==> config.mk <==
export PLATFORM = sky130hd
export DESIGN_NAME = smartnic_app_datapath
export DESIGN_NICKNAME = d
export VERILOG_FILES = /design/src/common/smartnic_app_pkg.sv /design/src/p4_lookup.sv /design/src/hash2qid/hash2qid.sv /design/src/egress_demux.sv /design/src/smartnic_app_datapath.sv
export SDC_FILE = /design/constraint.sdc
export NUM_CORES = 1
export LEC_CHECK = 0
export BUFFER_PORTS_ARGS = -buffer_cell sky130_fd_sc_hd__buf_4
export CAP_MARGIN = 10
export CORE_MARGIN = 2
export CORE_UTILIZATION = 41
export CTS_BUF_LIST = sky130_fd_sc_hd__clkbuf_8
export DETAILED_ROUTE_END_ITERATION = 7
export GPL_ROUTABILITY_DRIVEN = 1
export PLACE_DENSITY_LB_ADDON = 0.08
export SYNTH_ARGS = -nofsm -noshare
export SYNTH_HDL_FRONTEND = slang
export SYNTH_SLANG_ARGS = --single-unit
==> constraint.sdc <==
create_clock -name tb -period 3 [get_ports tb]
set_input_delay 0.6 -clock tb [delete_from_list [all_inputs] [get_ports tb]]
set_output_delay 0.6 -clock tb [all_outputs]
set_load 0.02 [all_outputs]
==> src/common/smartnic_app_pkg.sv <==
package smartnic_app_pkg;

    // ==============================
    // datapath widths
    // ==============================
    // one bus word
    localparam int DATA_W = 64;
    // port code
    localparam int PORT_W = 2;
    // vf index within one pf
    localparam int VF_W   = 2;
    // rss entropy, i.e. queue id
    localparam int QID_W  = 12;

    // port and table counts
    localparam int NUM_PORTS = 4;
    localparam int NUM_HOST  = 2;
    localparam int NUM_VF    = 4;

    // ==============================
    // port codes
    // ==============================
    // line side
    localparam logic [PORT_W-1:0] PORT_CMAC0 = 2'd0;
    localparam logic [PORT_W-1:0] PORT_CMAC1 = 2'd1;
    // host side, pf = code - 2
    localparam logic [PORT_W-1:0] PORT_HOST0 = 2'd2;
    localparam logic [PORT_W-1:0] PORT_HOST1 = 2'd3;

    // ==============================
    // register map
    // ==============================
    localparam int ADDR_W = 8;
    localparam int REG_W  = 16;

    // forwarding entries 0x00..0x03, one per ingress port
    localparam logic [ADDR_W-1:0] ADDR_FWD_BASE  = 8'h00;
    // host demux select, bit n for host n
    localparam logic [ADDR_W-1:0] ADDR_DEMUX_SEL = 8'h10;
    // hash2qid blocks, 16 addresses each
    localparam logic [ADDR_W-1:0] ADDR_H2Q0_BASE = 8'h20;
    localparam logic [ADDR_W-1:0] ADDR_H2Q1_BASE = 8'h30;

    // offsets inside a hash2qid block
    localparam int                  H2Q_OFS_W        = 4;
    localparam logic [H2Q_OFS_W-1:0] H2Q_Q_CONFIG_OFS = 4'd0;
    localparam logic [H2Q_OFS_W-1:0] H2Q_VF_TABLE_OFS = 4'd1;

endpackage

==> src/p4_lookup.sv <==
`timescale 1ns/1ps

module p4_lookup import smartnic_app_pkg::*; (
    input  logic              tb,
    input  logic              arst_n,
    // config write strobe
    input  logic              reg_wr,
    input  logic [ADDR_W-1:0] reg_addr,
    input  logic [REG_W-1:0]  reg_wdata,
    // ingress words
    input  logic              in_valid,
    input  logic              in_sop,
    input  logic              in_eop,
    input  logic [PORT_W-1:0] in_port,
    input  logic [DATA_W-1:0] in_data,
    // stage 1 out
    output logic              s1_valid,
    output logic              s1_sop,
    output logic              s1_eop,
    output logic [DATA_W-1:0] s1_data,
    output logic [PORT_W-1:0] s1_egr_port,
    output logic              s1_src_host,
    output logic [VF_W-1:0]   s1_src_vf
);

    // forwarding table, indexed by ingress port
    logic [PORT_W-1:0] fwd_tbl [NUM_PORTS];
    logic              fwd_wr;

    // decision for a sop word
    logic [PORT_W-1:0] sop_egr;
    logic              sop_host;
    logic [VF_W-1:0]   sop_vf;

    // held packet context
    logic [PORT_W-1:0] ctx_egr;
    logic              ctx_host;
    logic [VF_W-1:0]   ctx_vf;

    // ==============================
    // table writes
    // ==============================
    // 0x00..0x03, low bits pick the entry
    assign fwd_wr = reg_wr && (reg_addr[ADDR_W-1:PORT_W] == ADDR_FWD_BASE[ADDR_W-1:PORT_W]);

    always_ff @(posedge tb or negedge arst_n) begin
        if (!arst_n) begin
            fwd_tbl <= '{default: '0};
        end else if (fwd_wr) begin
            fwd_tbl[reg_addr[PORT_W-1:0]] <= reg_wdata[PORT_W-1:0];
        end
    end

    // ==============================
    // per packet decision
    // ==============================
    assign sop_egr  = fwd_tbl[in_port];
    assign sop_host = (in_port == PORT_HOST0) || (in_port == PORT_HOST1);
    // vf only meaningful for host sources
    assign sop_vf   = sop_host ? in_data[VF_W-1:0] : '0;

    // latch on sop, held until the next sop
    always_ff @(posedge tb or negedge arst_n) begin
        if (!arst_n) begin
            ctx_egr  <= '0;
            ctx_host <= 1'b0;
            ctx_vf   <= '0;
        end else if (in_valid && in_sop) begin
            ctx_egr  <= sop_egr;
            ctx_host <= sop_host;
            ctx_vf   <= sop_vf;
        end
    end

    // ==============================
    // stage 1 register
    // ==============================
    always_ff @(posedge tb or negedge arst_n) begin
        if (!arst_n) begin
            s1_valid <= 1'b0;
        end else begin
            s1_valid <= in_valid;
        end
    end

    // word plus context, sop word uses fresh lookup
    always_ff @(posedge tb) begin
        s1_sop      <= in_sop;
        s1_eop      <= in_eop;
        s1_data     <= in_data;
        s1_egr_port <= in_sop ? sop_egr  : ctx_egr;
        s1_src_host <= in_sop ? sop_host : ctx_host;
        s1_src_vf   <= in_sop ? sop_vf   : ctx_vf;
    end

endmodule

==> src/hash2qid/hash2qid.sv <==
`timescale 1ns/1ps

module hash2qid import smartnic_app_pkg::*; #(
    // base address of this block
    parameter logic [ADDR_W-1:0] REG_BASE = ADDR_H2Q0_BASE,
    // pf served, 0 or 1
    parameter int                PF_NUM   = 0
) (
    input  logic              tb,
    input  logic              arst_n,
    // config write strobe
    input  logic              reg_wr,
    input  logic [ADDR_W-1:0] reg_addr,
    input  logic [REG_W-1:0]  reg_wdata,
    // stage 1 in
    input  logic              s1_valid,
    input  logic              s1_sop,
    input  logic              s1_eop,
    input  logic [DATA_W-1:0] s1_data,
    input  logic [PORT_W-1:0] s1_egr_port,
    input  logic              s1_src_host,
    input  logic [VF_W-1:0]   s1_src_vf,
    input  logic              s1_src_pf,
    // stage 2 out
    output logic              s2_valid,
    output logic              s2_sop,
    output logic              s2_eop,
    output logic [DATA_W-1:0] s2_data,
    output logic [PORT_W-1:0] s2_egr_port,
    output logic              s2_rss_hit,
    output logic [QID_W-1:0]  s2_rss_entropy
);

    // queue base of the pf and per vf offsets
    logic [QID_W-1:0]     q_base;
    logic [QID_W-1:0]     vf_tbl [NUM_VF];

    logic                 blk_wr;
    logic [H2Q_OFS_W-1:0] ofs;
    logic [VF_W-1:0]      vf_wr_idx;

    logic                 hit;
    logic [QID_W-1:0]     entropy;

    // ==============================
    // register block
    // ==============================
    // upper address bits select the block
    assign blk_wr    = reg_wr &&
                       (reg_addr[ADDR_W-1:H2Q_OFS_W] == REG_BASE[ADDR_W-1:H2Q_OFS_W]);
    assign ofs       = reg_addr[H2Q_OFS_W-1:0];
    assign vf_wr_idx = VF_W'(ofs - H2Q_VF_TABLE_OFS);

    always_ff @(posedge tb or negedge arst_n) begin
        if (!arst_n) begin
            q_base <= '0;
            vf_tbl <= '{default: '0};
        end else if (blk_wr) begin
            if (ofs == H2Q_Q_CONFIG_OFS) begin
                q_base <= reg_wdata[QID_W-1:0];
            end else if ((ofs >= H2Q_VF_TABLE_OFS) &&
                         (ofs < H2Q_VF_TABLE_OFS + H2Q_OFS_W'(NUM_VF))) begin
                vf_tbl[vf_wr_idx] <= reg_wdata[QID_W-1:0];
            end
            // other offsets dropped
        end
    end

    // ==============================
    // rss entropy
    // ==============================
    // host source on this pf only
    assign hit     = s1_src_host && (s1_src_pf == 1'(PF_NUM));
    // wraps mod 4096
    assign entropy = hit ? (q_base + vf_tbl[s1_src_vf]) : '0;

    always_ff @(posedge tb or negedge arst_n) begin
        if (!arst_n) begin
            s2_valid   <= 1'b0;
            s2_rss_hit <= 1'b0;
        end else begin
            s2_valid   <= s1_valid;
            s2_rss_hit <= s1_valid && hit;
        end
    end

    // word fields follow one clock behind
    always_ff @(posedge tb) begin
        s2_sop         <= s1_sop;
        s2_eop         <= s1_eop;
        s2_data        <= s1_data;
        s2_egr_port    <= s1_egr_port;
        s2_rss_entropy <= entropy;
    end

endmodule

==> src/egress_demux.sv <==
`timescale 1ns/1ps

module egress_demux import smartnic_app_pkg::*; (
    input  logic                 tb,
    input  logic                 arst_n,
    // config write strobe
    input  logic                 reg_wr,
    input  logic [ADDR_W-1:0]    reg_addr,
    input  logic [REG_W-1:0]     reg_wdata,
    // stage 2 in
    input  logic                 s2_valid,
    input  logic                 s2_sop,
    input  logic                 s2_eop,
    input  logic [DATA_W-1:0]    s2_data,
    input  logic [PORT_W-1:0]    s2_egr_port,
    input  logic [NUM_HOST-1:0]  s2_rss_hit,
    input  logic [QID_W-1:0]     s2_rss_entropy,
    input  logic                 s2_src_pf,
    // steered outputs
    output logic [NUM_PORTS-1:0] out_valid,
    output logic [NUM_HOST-1:0]  c2h_valid,
    output logic                 out_sop,
    output logic                 out_eop,
    output logic [DATA_W-1:0]    out_data,
    output logic [NUM_HOST-1:0]  rss_enable,
    output logic [QID_W-1:0]     rss_entropy0,
    output logic [QID_W-1:0]     rss_entropy1
);

    // bit n set sends host n traffic to c2h
    logic [NUM_HOST-1:0]  demux_sel;

    logic                 sop_c2h;
    logic                 ctx_c2h;
    logic                 cur_c2h;
    logic [NUM_PORTS-1:0] port_oh;
    logic                 rss_ok;
    logic                 host_idx;

    always_ff @(posedge tb or negedge arst_n) begin
        if (!arst_n) begin
            demux_sel <= '0;
        end else if (reg_wr && (reg_addr == ADDR_DEMUX_SEL)) begin
            demux_sel <= reg_wdata[NUM_HOST-1:0];
        end
    end

    // ==============================
    // steering
    // ==============================
    // select sampled on sop, held for the packet
    assign sop_c2h  = (s2_egr_port == PORT_HOST0) ? demux_sel[0] :
                      (s2_egr_port == PORT_HOST1) ? demux_sel[1] : 1'b0;
    assign cur_c2h  = s2_sop ? sop_c2h : ctx_c2h;
    assign host_idx = s2_egr_port[0];

    always_ff @(posedge tb or negedge arst_n) begin
        if (!arst_n) begin
            ctx_c2h <= 1'b0;
        end else if (s2_valid && s2_sop) begin
            ctx_c2h <= sop_c2h;
        end
    end

    // host egress loops back to the mac of same index
    always_comb begin
        case (s2_egr_port)
            PORT_CMAC0: port_oh = 4'b0001;
            PORT_CMAC1: port_oh = 4'b0010;
            PORT_HOST0: port_oh = cur_c2h ? 4'b0100 : 4'b0001;
            default:    port_oh = cur_c2h ? 4'b1000 : 4'b0010;
        endcase
    end

    // hit must come from the source pf instance
    assign rss_ok = s2_valid && cur_c2h && s2_rss_hit[s2_src_pf];

    // ==============================
    // output stage
    // ==============================
    always_ff @(posedge tb or negedge arst_n) begin
        if (!arst_n) begin
            out_valid  <= '0;
            rss_enable <= '0;
        end else begin
            out_valid  <= s2_valid ? port_oh : '0;
            rss_enable <= rss_ok ? (2'b01 << host_idx) : 2'b00;
        end
    end

    // entropy only on the chosen host index
    always_ff @(posedge tb) begin
        out_sop      <= s2_sop;
        out_eop      <= s2_eop;
        out_data     <= s2_data;
        rss_entropy0 <= (rss_ok && !host_idx) ? s2_rss_entropy : '0;
        rss_entropy1 <= (rss_ok && host_idx)  ? s2_rss_entropy : '0;
    end

    // host ports are the c2h strobes
    assign c2h_valid = out_valid[NUM_PORTS-1:NUM_PORTS-NUM_HOST];

endmodule

==> src/smartnic_app_datapath.sv <==
`timescale 1ns/1ps

module smartnic_app_datapath import smartnic_app_pkg::*; (
    input  logic                 tb,
    input  logic                 arst_n,
    input  logic                 reg_wr,
    input  logic [ADDR_W-1:0]    reg_addr,
    input  logic [REG_W-1:0]     reg_wdata,
    input  logic                 in_valid,
    input  logic                 in_sop,
    input  logic                 in_eop,
    input  logic [PORT_W-1:0]    in_port,
    input  logic [DATA_W-1:0]    in_data,
    output logic [NUM_PORTS-1:0] out_valid,
    output logic [NUM_HOST-1:0]  c2h_valid,
    output logic                 out_sop,
    output logic                 out_eop,
    output logic [DATA_W-1:0]    out_data,
    output logic [NUM_HOST-1:0]  rss_enable,
    output logic [QID_W-1:0]     rss_entropy0,
    output logic [QID_W-1:0]     rss_entropy1
);

    // stage 1
    logic              s1_valid, s1_sop, s1_eop, s1_src_host, s1_src_pf;
    logic [DATA_W-1:0] s1_data;
    logic [PORT_W-1:0] s1_egr_port;
    logic [VF_W-1:0]   s1_src_vf;

    // stage 2, word from the pf0 instance
    logic                s2_valid, s2_sop, s2_eop, s2_src_pf;
    logic [DATA_W-1:0]   s2_data;
    logic [PORT_W-1:0]   s2_egr_port;
    logic [NUM_HOST-1:0] s2_rss_hit;
    logic [QID_W-1:0]    s2_rss_entropy;
    logic [QID_W-1:0]    h2q0_entropy, h2q1_entropy;

    // source pf rides along, latched on sop
    logic pf_ctx;

    always_ff @(posedge tb or negedge arst_n) begin
        if (!arst_n) begin
            pf_ctx <= 1'b0;
        end else if (in_valid && in_sop) begin
            pf_ctx <= in_port[0];
        end
    end

    always_ff @(posedge tb) begin
        s1_src_pf <= in_sop ? in_port[0] : pf_ctx;
        s2_src_pf <= s1_src_pf;
    end

    p4_lookup u_lookup (
        .tb, .arst_n, .reg_wr, .reg_addr, .reg_wdata,
        .in_valid, .in_sop, .in_eop, .in_port, .in_data,
        .s1_valid, .s1_sop, .s1_eop, .s1_data, .s1_egr_port, .s1_src_host, .s1_src_vf
    );

    hash2qid #(.REG_BASE(ADDR_H2Q0_BASE), .PF_NUM(0)) u_h2q0 (
        .tb, .arst_n, .reg_wr, .reg_addr, .reg_wdata,
        .s1_valid, .s1_sop, .s1_eop, .s1_data, .s1_egr_port, .s1_src_host, .s1_src_vf,
        .s1_src_pf, .s2_valid, .s2_sop, .s2_eop, .s2_data, .s2_egr_port,
        .s2_rss_hit (s2_rss_hit[0]), .s2_rss_entropy (h2q0_entropy)
    );

    // metadata only
    hash2qid #(.REG_BASE(ADDR_H2Q1_BASE), .PF_NUM(1)) u_h2q1 (
        .tb, .arst_n, .reg_wr, .reg_addr, .reg_wdata,
        .s1_valid, .s1_sop, .s1_eop, .s1_data, .s1_egr_port, .s1_src_host, .s1_src_vf,
        .s1_src_pf, .s2_valid (), .s2_sop (), .s2_eop (), .s2_data (), .s2_egr_port (),
        .s2_rss_hit (s2_rss_hit[1]), .s2_rss_entropy (h2q1_entropy)
    );

    // entropy of the source pf
    assign s2_rss_entropy = s2_src_pf ? h2q1_entropy : h2q0_entropy;

    egress_demux u_demux (
        .tb, .arst_n, .reg_wr, .reg_addr, .reg_wdata,
        .s2_valid, .s2_sop, .s2_eop, .s2_data, .s2_egr_port,
        .s2_rss_hit, .s2_rss_entropy, .s2_src_pf,
        .out_valid, .c2h_valid, .out_sop, .out_eop, .out_data,
        .rss_enable, .rss_entropy0, .rss_entropy1
    );

endmodule

==> results of run 1 <==
-- cell type report --
type | instances | area share
tap | 396 | 0.0308
inverter | 8 | 0.00187
clock inverter | 38 | 0.0160
sequential | 402 | 0.546
multi-input combinational | 404 | 0.233
clock buffer | 83 | 0.0711
timing repair buffer | 208 | 0.100
-- critical path: cells and delay by family (launching register included) --
kind / cells / cell delay, ns
fa+ha+maj: 1 / 0.32
flops: 1 / 0.41
mux: 1 / 0.57
compound gates: 3 / 0.96
buf+inv: 1 / 0.18
xor+xnor: 1 / 0.17
simple gates: 1 / 0.07
-- registers in the layout, summed over array words and instances, names as in the netlist, 4 cells and up --
name,count
u_h2q0.q_base,12
u_lookup.s1_data,64
u_h2q0.s2_rss_entropy,12
u_demux.out_data,64
u_h2q1.q_base,12
u_demux.rss_entropy0,12
u_h2q0.vf_tbl,48
u_h2q1.s2_rss_entropy,12
u_demux.out_valid,4
u_h2q1.vf_tbl,48
u_lookup.fwd_tbl,8
u_demux.rss_entropy1,12
u_h2q0.s2_data,64
-- cell families after synthesis --
logic type / count (synthesis)
flip-flops: 402
multiplexers: 181
AND/OR/NAND/NOR: 131
AO/OA/AOI/OAI: 57
buffers and inverters: 45
adder cells (fa/ha/maj): 24
XOR/XNOR: 11
-- power groups by stage --
stage / clock [mW] / combinational (mW) / sequential [mW]
final: 4.78 / 0.687 / 5.73
after global routing: 5.22 / 0.752 / 5.76
after CTS: 4.98 / 0.702 / 5.73
after detailed placement: 0 / 0.699 / 5.84
after global placement: 0 / 0.696 / 5.83
after floorplan: 0 / 0.320 / 5.87
-- cell usage in the layout (no fill, tap or decap), types with 4 or more instances in the layout --
master and count:
inv_1 33, or2_2 5, ha_1 22, o21bai_1 4, buf_12 4, nand2_1 22, a21oi_1 7, clkbuf_8 83
a21o_1 5, buf_4 203, dfrtp_1 147, dfxtp_1 255, nor3_1 7, mux4_2 26, a211oi_1 9, o21ai_0 18
mux2_2 138, clkinv_2 5, nor2_1 53, xor2_1 10, o21a_1 4, nor2b_1 9, nand3_1 7, mux2i_1 16
nand2b_1 5, and3_1 5
-- stage by stage --
| step | util | std cells | total power, mW | worst slack [ns] | cell area (um2) |
|---|---|---|---|---|---|
| 6_report | 0.526 | 1539 | 11.2 | 0.208 | 16100 |
| 5_1_grt | 0.526 | 1539 | 11.7 | 0.00426 | 16100 |
| 4_1_cts | 0.526 | 1539 | 11.4 | 0.194 | 16100 |
| 3_5_place_dp | 0.480 | 1418 | 6.54 | 0.208 | 14700 |
| 3_3_place_gp | 0.480 | 1418 | 6.53 | 0.222 | 14700 |
| 2_1_floorplan | - | 851 | 6.19 | 0.00319 | 12800 |
-- how the worst max path moves through the flow --
stage	slack [ns]	cells after the start	end	startpoint
4_1_cts	0.19	8	u_h2q1.s2_rss_entropy[9]	u_lookup.s1_src_vf[0]
5_1_grt	0.004	8	u_h2q1.s2_rss_entropy[8]	u_lookup.s1_src_vf[0]
6_report	0.21	8	u_h2q1.s2_rss_entropy[9]	u_lookup.s1_src_vf[0]
3_5_place_dp	0.21	8	u_h2q1.s2_rss_entropy[9]	u_lookup.s1_src_vf[0]
3_3_place_gp	0.22	8	u_h2q1.s2_rss_entropy[8]	u_lookup.s1_src_vf[0]
2_1_floorplan	0.003	10	u_h2q1.s2_rss_entropy[8]	u_lookup.s1_src_vf[0]
-- per-layer routing --
layer	vias to the layer above	share of wire
li1	3458	-
met1	3443	0.45
met3	50	0.080
met4	0	0.024
met2	200	0.45
met5	-	0
==> summary.txt, run 1 <==
Yosys
  • Yosys Warn Count: 0
  • Most frequent cells after synthesis: 255 x dfxtp_1, 147 x dfrtp_1, 138 x mux2_2
  • Simple-gate share of the synthesized area: 0.0517
  • Mux cell area share after synthesis: 0.181
  • Post-synth top area share: 0.400
  • Synth Area in Compound Gates: 0.0291
  • Syn_nets: 971
  • Main combinational cell family by area after synthesis: multiplexers
  • Distinct cells, synth: 49
  • Syn Area/Cell: 15.0 um2
  • Register area share after synthesis: 0.689
  • Post-Synth XOR/XNOR Area: 0.00756
  • Synth area leader: dfxtp_1
  • Flops & latches, synth: 402
  • Gate Count Post-Synth: 851
  • Cell Area, Synth: 0.0127 mm2
  • Predominant post-synthesis flop cell: dfxtp_1
  • Synth Area in Adders: 0.0247
  • Synth area leaders: dfxtp_1 40%, dfrtp_1 29%, mux2_2 12%
  • Post-synth ARST share: 0.366
  • Most frequent cell after synthesis: dfxtp_1
  • Number of flops mapped to enable cells by yosys: 0

Place
  • Detailed-placement wirelength estimate: 15.8 mm
  • GP Congestion: 0.797
  • Port Buffer Count: 189

Routing
  • Routed WL per cell: 15.4 um
  • DRC Markers: 0
  • Drt initial violations: 275
  • Total routed wirelength: 23.6 mm
  • Post-route ant nets: 0
  • Pre-antenna DRT Iters: 4
  • Vias: 7151
  • Via/cell ratio: 4.65

STA
  • Hold_ws: 0.00131 ns
  • RSZ-0062 raised after global routing: no
  • Worst slew pin tran: 0.650 ns
  • Max-slew headroom at the worst pin: 0.566
  • Final min period: 2.79 ns
  • Skew final: 0.0256 ns
  • Max Transition Viols Final: 0
  • Crit share post-route: 0.931
  • Setup TNS: 0 ns
  • Final setup vio count: 0
  • Max frequency: 0.358 GHz
  • Fin. Hold Viols: 0

Clocking
  • Clock-pin transition on the worst setup and hold timing paths: 0.06 ns
  • CTS resizes: 0
  • CTS Root Buffer Type: clkbuf_8
  • CTS tree: done
  • # clock sinks: 402
  • H-tree Lvls: 3
  • Clock Latency Late Sink: 0.59 ns
  • Worst-case clock buffer depth: 3
  • Hold_buf cts: 0
  • Post-CTS setup buffers: 0
  • Cts bufs inserted: 67

Global routing
  • Grt ovf: 0
  • First-pass GRT wire length: 37.8 mm
  • M3 GR Usage: 0.0552
  • GRT Overall Usage: 0.146
  • GR peak layer: met2
  • Antenna violations before repair: 0
  • Largest net degree at the start of global routing: 65
  • M1 GR Usage: 0.184
  • Vias in the first global route: 7305
  • GR Layer Usage met2: 0.228

Final layout
  • Multi-input gate area: 0.00375 mm2
  • Reg area: 0.00878 mm2
  • Fillcell total: 2700
  • Final nets: 1211
  • Ratio of cells with drive above 1 in the final layout: 0.419
  • Synth-to-layout area growth: 26.1%
  • # diodes: 0

Pwr
  • NetSw: 2.57 mW
  • Power share of the clock group: 0.427
  • Switching part of the total: 0.230
  • Int Power: 8.63 mW
  • Maximum vdd drop: 465 uV
  • Combinational power share: 0.061
  • Part of the power in registers: 0.512
  • Pwr dens: 696 mW/mm2
  • Leakage: 7.66 nW

Setup path
  • Data required, critical path: 3.45 ns
  • R2R Setup Slk: 0.21 ns
  • CP Cell Sequence: buf_12, mux4_2, ha_1, a211oi_1, o21ai_0, a311oi_1, xor2_1, nor2_1
  • Worst Setup End Kind: flip-flop
  • CP Launch Type: flip-flop
  • Worst Setup Path Type: flip-flop to flip-flop
  • Crit path largest cell delay: 0.57 ns
  • Worst reg2reg path depth: 8
  • Worst flop-to-flop path startpoint: u_lookup.s1_src_vf[0]
  • FF-to-FF End: u_h2q1.s2_rss_entropy[9]
  • CP arrival: 3.24 ns
  • CP Max Fanout: 9
  • Worst path slowest cell: mux4_2

Floorplan
  • Die X: 180 um
  • Die H: 180 um
  • Boundary pin count: 194
  • Core footprint: 0.0306 mm2
  • FP Rows: 64
  • Initial Util: 0.417
  • Die area: 0.0325 mm2

Outcome
  • Status: finished clean

Min path
  • HP Class: input port to asynchronous set/reset pin

Flow run
  • # Max-Cap Violations: 0
Power figures use the tool's default switching activity.
==> run 2: changes to the inputs <==
--- a/config.mk
+++ b/config.mk
@@ -12,6 +12,7 @@
 export CTS_BUF_LIST = sky130_fd_sc_hd__clkbuf_8
 export DETAILED_ROUTE_END_ITERATION = 7
 export GPL_ROUTABILITY_DRIVEN = 1
+export HOLD_SLACK_MARGIN = 0.03
 export PLACE_DENSITY_LB_ADDON = 0.08
 export SYNTH_ARGS = -nofsm -noshare
 export SYNTH_HDL_FRONTEND = slang
==> summary.txt, run 2 (synthesis gave the netlist of run 1 again) <==
Clocking
  • Post-CTS setup buffers: 0
  • Hold_buf cts: 1
  • CTS tree: done
  • Cts bufs inserted: 67
  • H-tree Lvls: 3
  • Clock-pin transition on the worst setup and hold timing paths: 0.06 ns
  • CTS resizes: 0
  • CTS Root Buffer Type: clkbuf_8
  • # clock sinks: 402
  • Clock Latency Late Sink: 0.59 ns
  • Worst-case clock buffer depth: 3

Pwr
  • Maximum vdd drop: 465 uV
  • Pwr dens: 696 mW/mm2
  • Int Power: 8.63 mW
  • Tot Pwr: 11.2 mW
  • Part of the power in registers: 0.512
  • Switching part of the total: 0.230
  • Leakage: 7.66 nW
  • Combinational power share: 0.062
  • NetSw: 2.57 mW
  • Power share of the clock group: 0.427

Setup path
  • Worst Setup Path Type: flip-flop to flip-flop
  • Worst Path Buf+Inv: 1
  • CP Max Fanout: 9
  • Data required, critical path: 3.45 ns
  • CP Launch Type: flip-flop
  • Worst Setup End Kind: flip-flop
  • Largest delay share family, worst path: compound AO/OA/AOI/OAI gates
  • CP arrival: 3.24 ns
  • Crit path largest cell delay: 0.57 ns
  • Worst path slowest cell: mux4_2
  • CP Cell Sequence: buf_12, mux4_2, ha_1, a211oi_1, o21ai_0, a311oi_1, xor2_1, nor2_1

Routing
  • Pre-antenna DRT Iters: 4
  • Routed WL per cell: 15.4 um
  • Post-route ant nets: 0
  • DRC Markers: 0
  • Total routed wirelength: 23.7 mm
  • Drt initial violations: 255
  • Via/cell ratio: 4.64
  • Vias: 7150

Global routing
  • M3 GR Usage: 0.0552
  • Largest net degree at the start of global routing: 65
  • GR peak layer: met2
  • M1 GR Usage: 0.184
  • Antenna violations before repair: 0
  • GRT Overall Usage: 0.146
  • Vias in the first global route: 7319
  • First-pass GRT wire length: 37.8 mm
  • GR Layer Usage met2: 0.228
  • Grt ovf: 0

Final layout
  • Most common cell after layout, fill and taps aside: dfxtp_1
  • # diodes: 0
  • Design Area, Final: 0.0161 mm2
  • Synth-to-layout area growth: 26.2%
  • Final nets: 1212
  • Commonest cells after routing, fill and taps aside: 255 x dfxtp_1, 203 x buf_4, 147 x dfrtp_1, 138 x mux2_2, 83 x clkbuf_8
  • Util after Layout: 0.526
  • Regs by FF count: u_demux.out_data x64, u_h2q0.s2_data x64, u_lookup.s1_data x64
  • Ratio of cells with drive above 1 in the final layout: 0.419

Floorplan
  • Die X: 180 um
  • Die area: 0.0325 mm2
  • Boundary pin count: 194
  • Die H: 180 um
  • Initial Util: 0.417
  • Core footprint: 0.0306 mm2
  • FP Rows: 64

STA
  • Hold_ws: 0.103 ns
  • Max-slew headroom at the worst pin: 0.562
  • Setup TNS: 0 ns
  • Max frequency: 0.358 GHz
  • Crit share post-route: 0.931
  • Worst slew pin tran: 0.655 ns
  • RSZ-0062 raised after global routing: no
  • Skew final: 0.0240 ns
  • Final setup vio count: 0
  • Final min period: 2.79 ns
  • Fin. Hold Viols: 0
  • Max Transition Viols Final: 0

Place
  • Detailed-placement wirelength estimate: 15.8 mm
  • Port Buffer Count: 189
  • Placed Area: 0.0147 mm2
  • GP Congestion: 0.797

Min path
  • HP Class: input port to flip-flop

Flow run
  • # Max-Cap Violations: 0

Outcome
  • Status: finished clean
[run 2: metrics by stage]
stage          std cells  worst slack (ns)
2_1_floorplan        851           0.00319
3_3_place_gp        1418             0.222
3_5_place_dp        1418             0.208
4_1_cts             1540             0.194
5_1_grt             1540           0.00426
6_report            1540             0.208
[run 2: power by group through the flow]
stage | sequential, mW | clock, mW | combinational, mW
6_report | 5.73 | 4.78 | 0.689
5_1_grt | 5.76 | 5.22 | 0.753
4_1_cts | 5.73 | 4.98 | 0.704
3_5_place_dp | 5.84 | 0 | 0.699
3_3_place_gp | 5.83 | 0 | 0.696
2_1_floorplan | 5.87 | 0 | 0.320
[run 2: layout make-up]
| cell class | instances | area (um2) |
|---|---|---|
| inverter | 8 | 30.0 |
| tap | 396 | 495 |
| fill | 2699 | 14500 |
| sequential | 402 | 8780 |
| clock inverter | 38 | 258 |
| clock buffer | 83 | 1140 |
| multi-input combinational | 404 | 3750 |
| timing repair buffer | 209 | 1630 |
[run 2: path summary, 6_finish.rpt]
check	from	endpoint	slack, ns	depth (start not counted)
max in group asynchronous	arst_n	u_lookup.fwd_tbl[0]	1.60	3
max reg2reg	u_lookup.s1_src_vf[0]	u_h2q1.s2_rss_entropy[9]	0.21	8
min in group asynchronous	arst_n	u_demux.rss_enable[1]	0.58	2
min reg2reg	u_h2q0.s2_data[17]	u_demux.out_data[17]	0.31	0
max	u_lookup.s1_src_vf[0]	u_h2q1.s2_rss_entropy[9]	0.21	8
min	in_eop	u_lookup.s1_eop	0.10	1
[run 2: worst register-to-register path, stage by stage (launching register included)]
cell and delay, ns:
dfxtp_1 0.41, buf_12 0.18, mux4_2 0.57, ha_1 0.32, a211oi_1 0.36, o21ai_0 0.25
a311oi_1 0.35, xor2_1 0.17, nor2_1 0.07
[run 2: per-layer routing]
metal  up-vias  routed length [um]
li1       3455                   -
met1      3444               10600
met2       201               10600
met3        50                1880
met4         0                 566
met5         -                   0
